`config.mk`:
```
export PLATFORM = sky130hd
export DESIGN_NAME = input_port
export DESIGN_NICKNAME = d
export VERILOG_FILES = /design/src/logic/spidergon_pkg.sv /design/src/logic/input_port.sv /design/src/logic/vc_fifo.sv
export VERILOG_INCLUDE_DIRS = /design/src /design/src/logic
export SDC_FILE = /design/constraint.sdc
export NUM_CORES = 1
export LEC_CHECK = 0
export ABC_AREA = 1
export BUFFER_PORTS_ARGS = -buffer_cell sky130_fd_sc_hd__buf_2
export CORE_MARGIN = 3
export CORE_UTILIZATION = 40
export DETAILED_ROUTE_END_ITERATION = 10
export GPL_ROUTABILITY_DRIVEN = 0
export REMOVE_ABC_BUFFERS = 1
export SLEW_MARGIN = 30
export SYNTH_ARGS = -nofsm -noshare
export SYNTH_HDL_FRONTEND = slang
export SYNTH_SLANG_ARGS = --single-unit
```
`constraint.sdc`:
```
create_clock -name clk -period 2.42 [get_ports clk]
set_clock_uncertainty 0.1 [all_clocks]
set_input_delay 0.121 -clock clk [delete_from_list [all_inputs] [get_ports clk]]
set_output_delay 0.121 -clock clk [all_outputs]
set_load 0.005 [all_outputs]
```
`src/logic/spidergon_cfg.svh`:
```
// node count, flit field widths, virtual channel count and fifo depth macros
`ifndef SPIDERGON_CFG_SVH
`define SPIDERGON_CFG_SVH

`default_nettype none

// ring size and node numbering
`define SPG_NUM_NODES 8
`define SPG_NODE_W 3

// flit fields, the full flit is type + vc + data
`define SPG_DATA_W 16

// virtual channels per input
`define SPG_NUM_VC 2
`define SPG_VC_W 1

`define SPG_FIFO_DEPTH 2 // flits held by each vc fifo

`define SPG_NUM_PORTS 4 // acw, cw, across, local

`default_nettype wire

`endif

```
`src/logic/spidergon_pkg.sv`:
```
// flit type and port enums, flit struct and the spidergon route function
`include "spidergon_cfg.svh"
`default_nettype none

package spidergon_pkg;

	typedef enum logic [1:0] {
		flit_tail   = 2'b00,
		flit_head   = 2'b01,
		flit_body   = 2'b10,
		flit_header = 2'b11 // single flit packet, head and tail at once
	} flit_type_e;

	// same order as the port vectors of the node
	typedef enum logic [1:0] {
		port_acw    = 2'd0, // anticlockwise neighbour
		port_cw     = 2'd1, // clockwise neighbour
		port_across = 2'd2, // node opposite on the ring
		port_local  = 2'd3  // ejection to the processor
	} port_e;

	typedef struct packed {
		flit_type_e ftype;
		logic [`SPG_VC_W-1:0] vc; // vc chosen by the sender
		logic [`SPG_DATA_W-1:0] data; // head and header: dest, src, payload
	} flit_t;

	// shortest-path rule: near quarter goes around, the rest goes across
	function automatic port_e spg_route(
		input logic [`SPG_NODE_W-1:0] dest,
		input logic [`SPG_NODE_W-1:0] cur
	);
		int rel;
		port_e dir;
		rel = (int'(dest) - int'(cur) + `SPG_NUM_NODES) % `SPG_NUM_NODES; // hops clockwise
		if (rel == 0)
			dir = port_local;
		else if (4 * rel <= `SPG_NUM_NODES)
			dir = port_cw;
		else if (4 * rel >= 3 * `SPG_NUM_NODES)
			dir = port_acw;
		else
			dir = port_across;
		return dir;
	endfunction

endpackage

`default_nettype wire

```
`src/logic/input_port.sv`:
```
// two-vc input buffering, per-vc route hold and per-output request generation
`include "spidergon_cfg.svh"
`timescale 1ns/100ps
`default_nettype none

module input_port
	import spidergon_pkg::*;
(
	input wire clk,
	input wire reset,
	input wire [`SPG_NODE_W-1:0] node_id, // ring position of this node
	input wire flit_t in_flit,
	input wire in_valid,
	output logic [`SPG_NUM_VC-1:0] in_ready, // one bit per vc
	output flit_t [`SPG_NUM_VC-1:0] head_flit, // fifo head of each vc
	output logic [`SPG_NUM_PORTS-1:0][`SPG_NUM_VC-1:0] req, // [output][vc]
	input wire [`SPG_NUM_PORTS-1:0][`SPG_NUM_VC-1:0] grant // [output][vc]
);
	logic [`SPG_NUM_VC-1:0] wr_en;
	logic [`SPG_NUM_VC-1:0] rd_en;
	logic [`SPG_NUM_VC-1:0] full;
	logic [`SPG_NUM_VC-1:0] empty;

	for (genvar v = 0; v < `SPG_NUM_VC; v++)
	begin : g_vc
		logic [`SPG_NUM_PORTS-1:0] grant_col; // this vc's grant from every output
		logic is_first; // head or header waiting at fifo head
		logic is_last; // tail or header, ends the packet
		logic route_held; // a packet is in flight on this vc
		port_e route_q; // route kept for body and tail flits
		port_e route_now;
		logic vc_req;

		// ready only looks at fifo space, never at in_valid
		assign in_ready[v] = !full[v];
		assign wr_en[v] = in_valid && (in_flit.vc == `SPG_VC_W'(v)) && in_ready[v];

		vc_fifo u_fifo (
			.clk(clk),
			.reset(reset),
			.wr_en(wr_en[v]),
			.wr_flit(in_flit),
			.rd_en(rd_en[v]),
			.rd_flit(head_flit[v]),
			.full(full[v]),
			.empty(empty[v])
		);

		assign is_first = (head_flit[v].ftype == flit_head) || (head_flit[v].ftype == flit_header);
		assign is_last = (head_flit[v].ftype == flit_tail) || (head_flit[v].ftype == flit_header);

		// fresh route for a header-type flit, held route otherwise
		assign route_now = is_first ?
			spg_route(head_flit[v].data[`SPG_DATA_W-1 -: `SPG_NODE_W], node_id) : route_q;
		assign vc_req = !empty[v] && (is_first || route_held);

		for (genvar q = 0; q < `SPG_NUM_PORTS; q++)
		begin : g_out
			assign grant_col[q] = grant[q][v];
			assign req[q][v] = vc_req && (route_now == port_e'(q)); // only the routed output
		end

		assign rd_en[v] = |grant_col; // pop in the grant cycle

		always_ff @(posedge clk)
		begin
			if (reset)
			begin
				route_held <= 1'b0;
				route_q <= port_local;
			end
			else if (rd_en[v])
			begin
				if (is_last)
					route_held <= 1'b0; // packet done, vc free for next head
				else if (is_first)
				begin
					route_held <= 1'b1;
					route_q <= route_now; // keep for the rest of the worm
				end
			end
		end

		// grants come from four separate output arbiters
		assert property (@(posedge clk) disable iff (reset) $onehot0(grant_col))
			else $error("input_port: vc %0d granted by several outputs", v);
	end

endmodule

`default_nettype wire

```
`src/logic/vc_fifo.sv`:
```
// virtual channel flit fifo with full and empty flags
`include "spidergon_cfg.svh"
`timescale 1ns/100ps
`default_nettype none

module vc_fifo
	import spidergon_pkg::*;
(
	input wire clk,
	input wire reset,
	input wire wr_en,
	input wire flit_t wr_flit,
	input wire rd_en,
	output flit_t rd_flit, // current fifo head
	output logic full,
	output logic empty
);
	localparam int depth = `SPG_FIFO_DEPTH;
	localparam int ptr_w = (depth > 1) ? $clog2(depth) : 1;
	localparam int cnt_w = $clog2(depth + 1);

	flit_t mem [depth]; // flit storage
	logic [ptr_w-1:0] wr_ptr;
	logic [ptr_w-1:0] rd_ptr;
	logic [cnt_w-1:0] count; // flits currently stored

	// circular increment, depth need not be a power of two
	function automatic logic [ptr_w-1:0] ptr_next(input logic [ptr_w-1:0] ptr);
		if (ptr == ptr_w'(depth - 1))
			return '0;
		return ptr + 1'b1;
	endfunction

	assign full = (count == cnt_w'(depth));
	assign empty = (count == '0);
	assign rd_flit = mem[rd_ptr]; // new write shows up here one cycle later

	always_ff @(posedge clk)
	begin
		if (wr_en)
			mem[wr_ptr] <= wr_flit;
	end

	always_ff @(posedge clk)
	begin
		if (reset)
		begin
			wr_ptr <= '0;
			rd_ptr <= '0;
			count <= '0;
		end
		else
		begin
			if (wr_en)
				wr_ptr <= ptr_next(wr_ptr);
			if (rd_en)
				rd_ptr <= ptr_next(rd_ptr);
			if (wr_en && !rd_en)
				count <= count + 1'b1; // push only
			else if (rd_en && !wr_en)
				count <= count - 1'b1; // pop only
		end
	end

	// writer is the input port, reader is the output arbiter
	assert property (@(posedge clk) disable iff (reset) wr_en |-> !full)
		else $error("vc_fifo: write while full");
	assert property (@(posedge clk) disable iff (reset) rd_en |-> !empty)
		else $error("vc_fifo: read while empty");

endmodule

`default_nettype wire

```
## Word-level counts from Yosys, hierarchy flattened

Memories as Yosys holds them, arrays and structs flattened. A register that Yosys moved wholly into a read port is not among the register bits.
Index checks and enable logic that the tools add are counted.

- Flip-flop bits (word level): 14
- Memory bits (writable): 76
- Bits of input ports: 33
- Logic and storage cells: 141
- Memories kept: 2

- Add/subtract/negate cells: 12
- $lt $le $gt $ge: 4
- Equal/unequal tests: 12
- Muxes and demuxes: 44
- Bitwise logic cells: 5
- Reductions and logical operators: 52

Memory list:

| name | depth | width | rd ports | clocked after Yosys merged registers in | write ports | RTL line | RTL |
|---|---|---|---|---|---|---|---|
| g_vc[0].u_fifo.mem | 2 | 19 | 1 | 1 | 1 | vc_fifo.sv:22 | `flit_t mem [depth];` |
| g_vc[1].u_fifo.mem | 2 | 19 | 1 | 1 | 1 | vc_fifo.sv:22 |  |

Operator list:

| cell | number |
|---|---|
| $logic_not A32 Y1 | 2 |
| $mux W1 | 32 |
| $mux W2 | 12 |
| $logic_and A1 B1 Y1 | 18 |
| $eq A2 B2 Y1 const B | 8 |
| $add A4 B5 Y6 const B | 2 |
| $ge A6 B6 Y1 const B | 2 |
| $le A6 B5 Y1 const B | 2 |
| $logic_not A2 Y1 | 6 |
| $eq A2 B1 Y1 const B | 4 |
| $logic_not A1 Y1 | 8 |
| $reduce_bool A2 Y1 | 4 |
| $reduce_or A4 Y1 | 2 |
| $sub A3 B3 Y4 | 2 |
| $logic_or A1 B1 Y1 | 6 |
| $reduce_and A3 Y1 | 2 |
| $reduce_or A3 Y1 | 2 |
| $add A1 B1 Y1 const B | 4 |
| $add A2 B1 Y2 const B | 2 |
| $reduce_and A2 Y1 | 2 |
| $sub A2 B1 Y2 const B | 2 |
| $not A1 Y1 | 3 |
| $and A1 B1 Y1 | 2 |

## Logic depth before layout (Yosys ltp)

Gate-level depths: netlist of run 1.

- Depth in word-level cells: 11
- Gate-level depth with buffers: 18

## By module

A second synthesis of run 1 with hierarchy kept.

- Cell total of the unflattened synthesis: 316
- Area total of the unflattened synthesis: 4110.2 µm²

Modules (own cells, without submodules):

| module | instances | cells each | area each (µm²) | seq. area each (µm²) |
|---|---|---|---|---|
| vc_fifo | 2 | 92 | 1650.3 | 1241.2 |
| input_port | 1 | 132 | 809.5 | 120.1 |

## Least setup slack after synthesis of run 1

No wires, ideal clock.

- Path type: register to output
- Start point: register (tool-made name)
- End point: output port req[5] in the netlist's numbering
- Data arrival time: 2.214 ns
- Data required time: 2.199 ns
- Setup slack: -0.015 ns
- Stages on the path, launching flop included: 13
- Buffers on the path: 1
- Cell sequence: dfxtp_1 > inv_2 > buf_6 > or2_2 > o21ai_0 > ha_1 > inv_1 > fa_1 > inv_1 > or2_2 > nand3_2 > nand3_1 > a21oi_1

RTL lines:

| element | RTL line | RTL |
|---|---|---|
| end: declaration | input_port.sv:16 | `` output logic [`SPG_NUM_PORTS-1:0][`SPG_NUM_VC-1:0] req, `` |

==> flow_summary.toml, run 1 <==
[pwr]
ir_drop_mv = 0.4314
leakage_nw = 2.296
total_power_w = 0.003549
pwr_density_cell_nw_per_um2 = 684.1

[global_route]
grt_pass1_wl_um = 13850
grt_usage_pct = 15.89
met3_usage_pct = 2.511
grt_pass1_vias = 2873
antenna_found_initial = 0
grt_max_degree = 21
met2_usage_pct = 27.82
gr-max-usage-layer = "met2"
grt_remaining_overflow = 0
grtUsageMet1_pct = 19.38

[timing]
period_share_pct = 112.1
grt_setup_unrepaired = "yes"
tightest_slew_ps = 356.0
fmax_mhz = 368.7
hold_violations = 0
fin_ws_ps = -292.2
drv_slew = 0
setup_violations = 8
fin_crit_ps = 2712
maxSlewHeadroom_pct = 76.09

[drt]
ant_nets = 0
via_per_inst = 4.563
wire_per_inst_um = 13.59
drc_errors = 0
routed-via-count = 2838
drt-total-wl_um = 8450
drt_iter0_markers = 104
detailedRoute.firstPassIterationCount = 4

[yosys]
ys_warn_count = 0
syn_avg_cell_area_um2 = 10.76
synth-main-ff-cell = "edfxtp_1"
async_reset_ff_share_pct = 0
syn-cell-area_um2 = 3983
synth_area_leaders = "edfxtp_1 57%, nand2_1 12%, dfxtp_1 8.0%"
yosysMostFrequentCell = "nand2_1"
synth_edf_count = 76
synth_largest_area_cell = "edfxtp_1"
ys_ff_latch = 92
synth.top_cell.area_share_pct = 57.30
synth-seq-area-share_pct = 65.35
ys_top_cells_by_count = "125 x nand2_1, 76 x edfxtp_1, 32 x inv_1"
post_synth_num_cell_types = 23
netlist_instances = 370

[die]
die_x_um = 105.8
coreArea_um2 = 9459
dieArea_um2 = 11190
rows = 35
dieHeight_um = 105.8
start_util_pct = 42.10
io_pins = 81

[critical_path]
cp_max_fo = 3
path_cells = "inv_2 -> or2_4 -> o21ai_2 -> ha_2 -> inv_2 -> fa_2 -> inv_2 -> or2_4 -> nand3_4 -> nand3_2 -> a21oi_2 -> buf_2"
end_kind = "output port"
critPathSlowestCell = "fa_2"
crit_type = "flip-flop to output port"
critical_path.max_stage_delay_ps = 540
required_ps = 2200
cpMostUsedCell = "inv_2"
timing.critical_path.arrival_ps = 2490
start_kind = "flip-flop"

[finish]
fillCellCount = 833
diodes = 0
fin_util_pct = 54.84
syn_to_final_growth_pct = 30.25
num-nets-final = 532
drive_gt1_share_pct = 38.13

[clocking]
clkSinkCount = 92
htreeDepth = 3
clkTransAtPathRegs_ps = 90
cts_buffers = 9
clockBufferDepth = 2
clk_latency_ps = 340
cts_tree = "yes"
clockRootBuffer = "clkbuf_8"

[placement]
port_buffers = 80
dp_hpwl_um = 5613

[outcome]
status = "complete, but fails checks"
violations = "negative setup slack"

[worst_hold_path]
hold_path.class = "input pin to flip-flop"

[job]
cap_violations = 0
power breakdown:
part / internal (W) / total, W / switching (W)
logic: 0.000286 / 0.000687 / 0.000400
clock network: 0.000483 / 0.00102 / 0.000538
registers: 0.00181 / 0.00184 / 0.0000356
what timing repair did:
item / 4_1_cts / 5_1_grt
hold buffers: 20 / 0
setup buffers: 2 / 4
resized for setup: 33 / 16
cloned: 0 / 0
endpoints found under the hold margin: 83 / 0
endpoints found under the setup margin: 9 / 9
pin swaps: 13 / 23
kinds of logic after synthesis:
family	after synthesis	synth area share, %
compound gates	33	4.398
xor+xnor	2	0.4399
fa+ha+maj	10	3.519
buf+inv	48	5.184
flops	92	65.35
simple gates	185	21.11
area by class of cell:
cell class / count / area [um^2] / share of cell area [%]
clock buffer: 9 / 123.9 / 2.388
timing repair buffer: 117 / 735.7 / 14.18
sequential: 92 / 2605 / 50.22
inverter: 39 / 146.4 / 2.822
multi-input combinational: 230 / 1344 / 25.90
clock inverter: 6 / 71.32 / 1.375
tap: 129 / 161.4 / 3.111
layer usage:
layer | part of all wire (%) | wire length [um]
met4 | 1.5 | 129
met1 | 42 | 3583
met3 | 4.4 | 375
met5 | 0 | 0
met2 | 52 | 4361
sequential cells by signal, indices dropped and copies added, names as in the netlist, named ones only:
name                flops
g_vc.u_fifo.count       4
g_vc.route_held         2
g_vc.u_fifo.mem        76
g_vc.route_q            4
g_vc.u_fifo.rd_ptr      2
g_vc.u_fifo.wr_ptr      2
path summary, 6_finish.rpt:
check                                           start                    end  slack, ps  depth (start not counted)
worst min register to register  g_vc[0].u_fifo.rd_ptr  g_vc[0].u_fifo.rd_ptr        360                          1
worst max register to register              flip-flop     g_vc[0].route_q[0]         70                         14
worst min-delay path                         grant[1]  g_vc[1].u_fifo.rd_ptr         40                          4
worst max-delay path                        flip-flop                 req[5]       -290                         12
critical path: cells and delay by family (launching register included):
kind	cells	cell delay [ps]
buffers and inverters	4	230
AOI/OAI and AO/OA	2	170
and+or+nand+nor	4	670
DFF	1	360
adders and majority gates	2	730
per-stage QoR:
stage	area [um^2]	setup TNS [ps]	cells	hold slack, ps	worst slack, ps
finish	5187	-2033	622	42.88	-292.2
CTS	5089	-1951	618	28.09	-290.6
global placement	4577	-8.990	581	236.7	-8.990
global route	5187	-3052	622	74.18	-410.2
floorplan	3923	-4070	361	93.38	-432.0
detailed placement	4577	-288.1	581	243.2	-82.33
cell usage in the layout, fill, tap and decap left out, drive strengths merged, types with 6 or more instances in the layout:
cell type / netlist / routed
a21oi: 18 / 18
buf: 4 / 97
clkbuf: 5 / 9
dfxtp: 16 / 16
dlygate4sd3: 0 / 20
edfxtp: 76 / 76
ha: 8 / 8
inv: 39 / 42
nand2: 147 / 147
nand3: 11 / 11
nor2: 19 / 19
o21ai: 13 / 13
or2: 6 / 6
(Power assumes the default switching activity.)
==> inputs of run 2 (changes only) <==
==> constraint.sdc (replaced) <==
create_clock -name clk -period 2.42 [get_ports clk]
set_clock_uncertainty 0.1 [all_clocks]
set_input_delay 0.121 -clock clk [delete_from_list [all_inputs] [get_ports clk]]
set_output_delay 0.121 -clock clk [all_outputs]
set_load 0.01 [all_outputs]
==> run 2 against run 1 <==
The flow still finishes with violations (negative setup slack). Total power decreased by 1.4%. Via count increased by 2.1%. Critical path depth increased by 1. Worst setup slack improved by 34 ps. Combinational power increased by 11%. Cell area increased by 1.2%. Final cell count increased by 0.64%. Largest cell class unchanged. Largest power group unchanged.
==> flow_summary.toml, run 2 (synthesis results as in run 1) <==
[drt]
wire_per_inst_um = 13.73
ant_nets = 0
routed-via-count = 2899
drt_iter0_markers = 82
detailedRoute.firstPassIterationCount = 5
drc_errors = 0
drt-total-wl_um = 8593
via_per_inst = 4.631

[timing]
tightest_slew_ps = 328.9
hold_violations = 0
setup_violations = 9
whs_ps = 43.31
fin_ws_ps = -258.0
fin_crit_ps = 2678
drv_slew = 0
period_share_pct = 110.7
maxSlewHeadroom_pct = 77.91
grt_setup_unrepaired = "yes"
fmax_mhz = 373.4

[global_route]
grt_pass1_vias = 2958
grt_remaining_overflow = 0
grt_pass1_wl_um = 13970
grt_max_degree = 21
antenna_found_initial = 0
grt_usage_pct = 16.06

[die]
die_x_um = 105.8
dieHeight_um = 105.8
coreArea_um2 = 9459
dieArea_um2 = 11190
start_util_pct = 42.10
io_pins = 81
rows = 35

[finish]
instances_no_fill = 626
layout_common_cells = "115 x nand2_1, 79 x buf_2, 76 x edfxtp_1, 28 x inv_1, 20 x dlygate4sd3_1"
max_flop_register = "g_vc.u_fifo.mem"
design_area_um2 = 5249
largest_register_ffs = 76
num-nets-final = 536
top_regs = "g_vc.u_fifo.mem: 76 flops, g_vc.route_q: 4 flops, g_vc.u_fifo.count: 4 flops"
syn_to_final_growth_pct = 31.79
diodes = 0
drive_gt1_share_pct = 38.63
final_common_cell = "nand2_1"

[critical_path]
timing.critical_path.arrival_ps = 2460
start_kind = "flip-flop"
reg2regPathDepth = 17
end_kind = "output port"
reg2reg_slack_ps = -240
crit_type = "flip-flop to output port"
cp_max_fo = 2
timing.rr.end = "g_vc[0].route_q[0]"
endpoint = "req[7]"
required_ps = 2200

[clocking]
clockBufferDepth = 2
clkSinkCount = 92
clockRootBuffer = "clkbuf_8"
htreeDepth = 3
cts_tree = "yes"
clkTransAtPathRegs_ps = 90
cts_buffers = 9
clk_latency_ps = 360

[placement]
dp_hpwl_um = 5527
placed_area_um2 = 4584
port_buffers = 80
place_inst = 582

[pwr]
switching_share_pct = 28.97
clkPwrFrac_pct = 25.6
leakage_nw = 2.314
seqPwrFrac_pct = 52.6
ir_drop_mv = 0.3251
p_int_w = 0.002486
power.switching_w = 0.001014
pwr_density_cell_nw_per_um2 = 666.8
total_power_w = 0.003500
p_comb_share_pct = 21.8

[worst_hold_path]
hold_path.class = "input pin to flip-flop"
hp-start = "grant[1]"

[job]
cap_violations = 0

[outcome]
violations = "negative setup slack"
status = "complete, but fails checks"
==> run 2: changes by cell type in the layout (fill, tap and decap cells not counted), sizes merged <==
cell      delta
buf          +4
bufinv       -1
clkinv       +2
clkinvlp     +1
inv          -2
==> run 2: worst max-delay path, cell delays in order (launching register included) <==
cell	delay (ps)
dfxtp_2	340
inv_2	40
or2_4	250
o21ai_4	70
ha_4	150
inv_2	30
fa_2	530
inv_2	40
or2_4	250
nand3_4	110
nand2_4	60
nand2_4	80
a21oi_2	30
buf_2	140
==> run 2: power groups by stage <==
stage	clock, W	combinational [W]	sequential [W]
2_1_floorplan	0	0.000357	0.00188
3_3_place_gp	0	0.000591	0.00187
3_5_place_dp	0	0.000603	0.00187
4_1_cts	0.000916	0.000715	0.00184
5_1_grt	0.000970	0.000853	0.00185
6_report	0.000895	0.000765	0.00184
==> run 2: how the worst min path moves through the flow <==
stage | endpoint | slack [ps] | cells past startpoint
3_5_place_dp | g_vc[0].u_fifo.mem[1][17] | 240 | 1
2_1_floorplan | g_vc[0].u_fifo.count[0] | 90 | 1
4_1_cts | g_vc[1].u_fifo.rd_ptr | 40 | 4
6_report | g_vc[1].u_fifo.rd_ptr | 40 | 4
3_3_place_gp | g_vc[0].u_fifo.mem[1][1] | 240 | 1
5_1_grt | flip-flop | 70 | 4
==> run 2: area by class of cell <==
cell class / instances / area (um^2)
fill: 844 / 4210
sequential: 92 / 2605
multi-input combinational: 230 / 1391
timing repair buffer: 121 / 779.5
tap: 129 / 161.4
inverter: 39 / 146.4
clock buffer: 9 / 123.9
clock inverter: 6 / 41.29
==> run 2: routing by layer <==
| layer | GRT usage (%) | share of wire [%] | vias up |
|---|---|---|---|
| met2 | 28.37 | 50 | 66 |
| li1 | - | - | 1452 |
| met1 | 19.08 | 44 | 1363 |
| met5 | 0 | 0 | - |
| met4 | 6.753 | 2.3 | 0 |
| met3 | 3.062 | 3.7 | 18 |
==> run 2: through the flow <==
step | util, % | TNS [ps] | setup WS, ps
2_1_floorplan | - | -4398 | -503.2
3_3_place_gp | 48.47 | -29.75 | -29.75
3_5_place_dp | 48.47 | -369.8 | -101.5
4_1_cts | 54.30 | -2225 | -290.4
5_1_grt | 55.49 | -3240 | -391.4
6_report | 55.49 | -2123 | -258.0
==> run 2: what timing repair did <==
item / in CTS / in global routing
buffers inserted: 15 / 1
endpoints found under the hold margin: 82 / 0
hold buffers: 20 / 0
setup endpoints to repair: 10 / 11
pin swaps: 13 / 20
gates resized for setup: 35 / 28
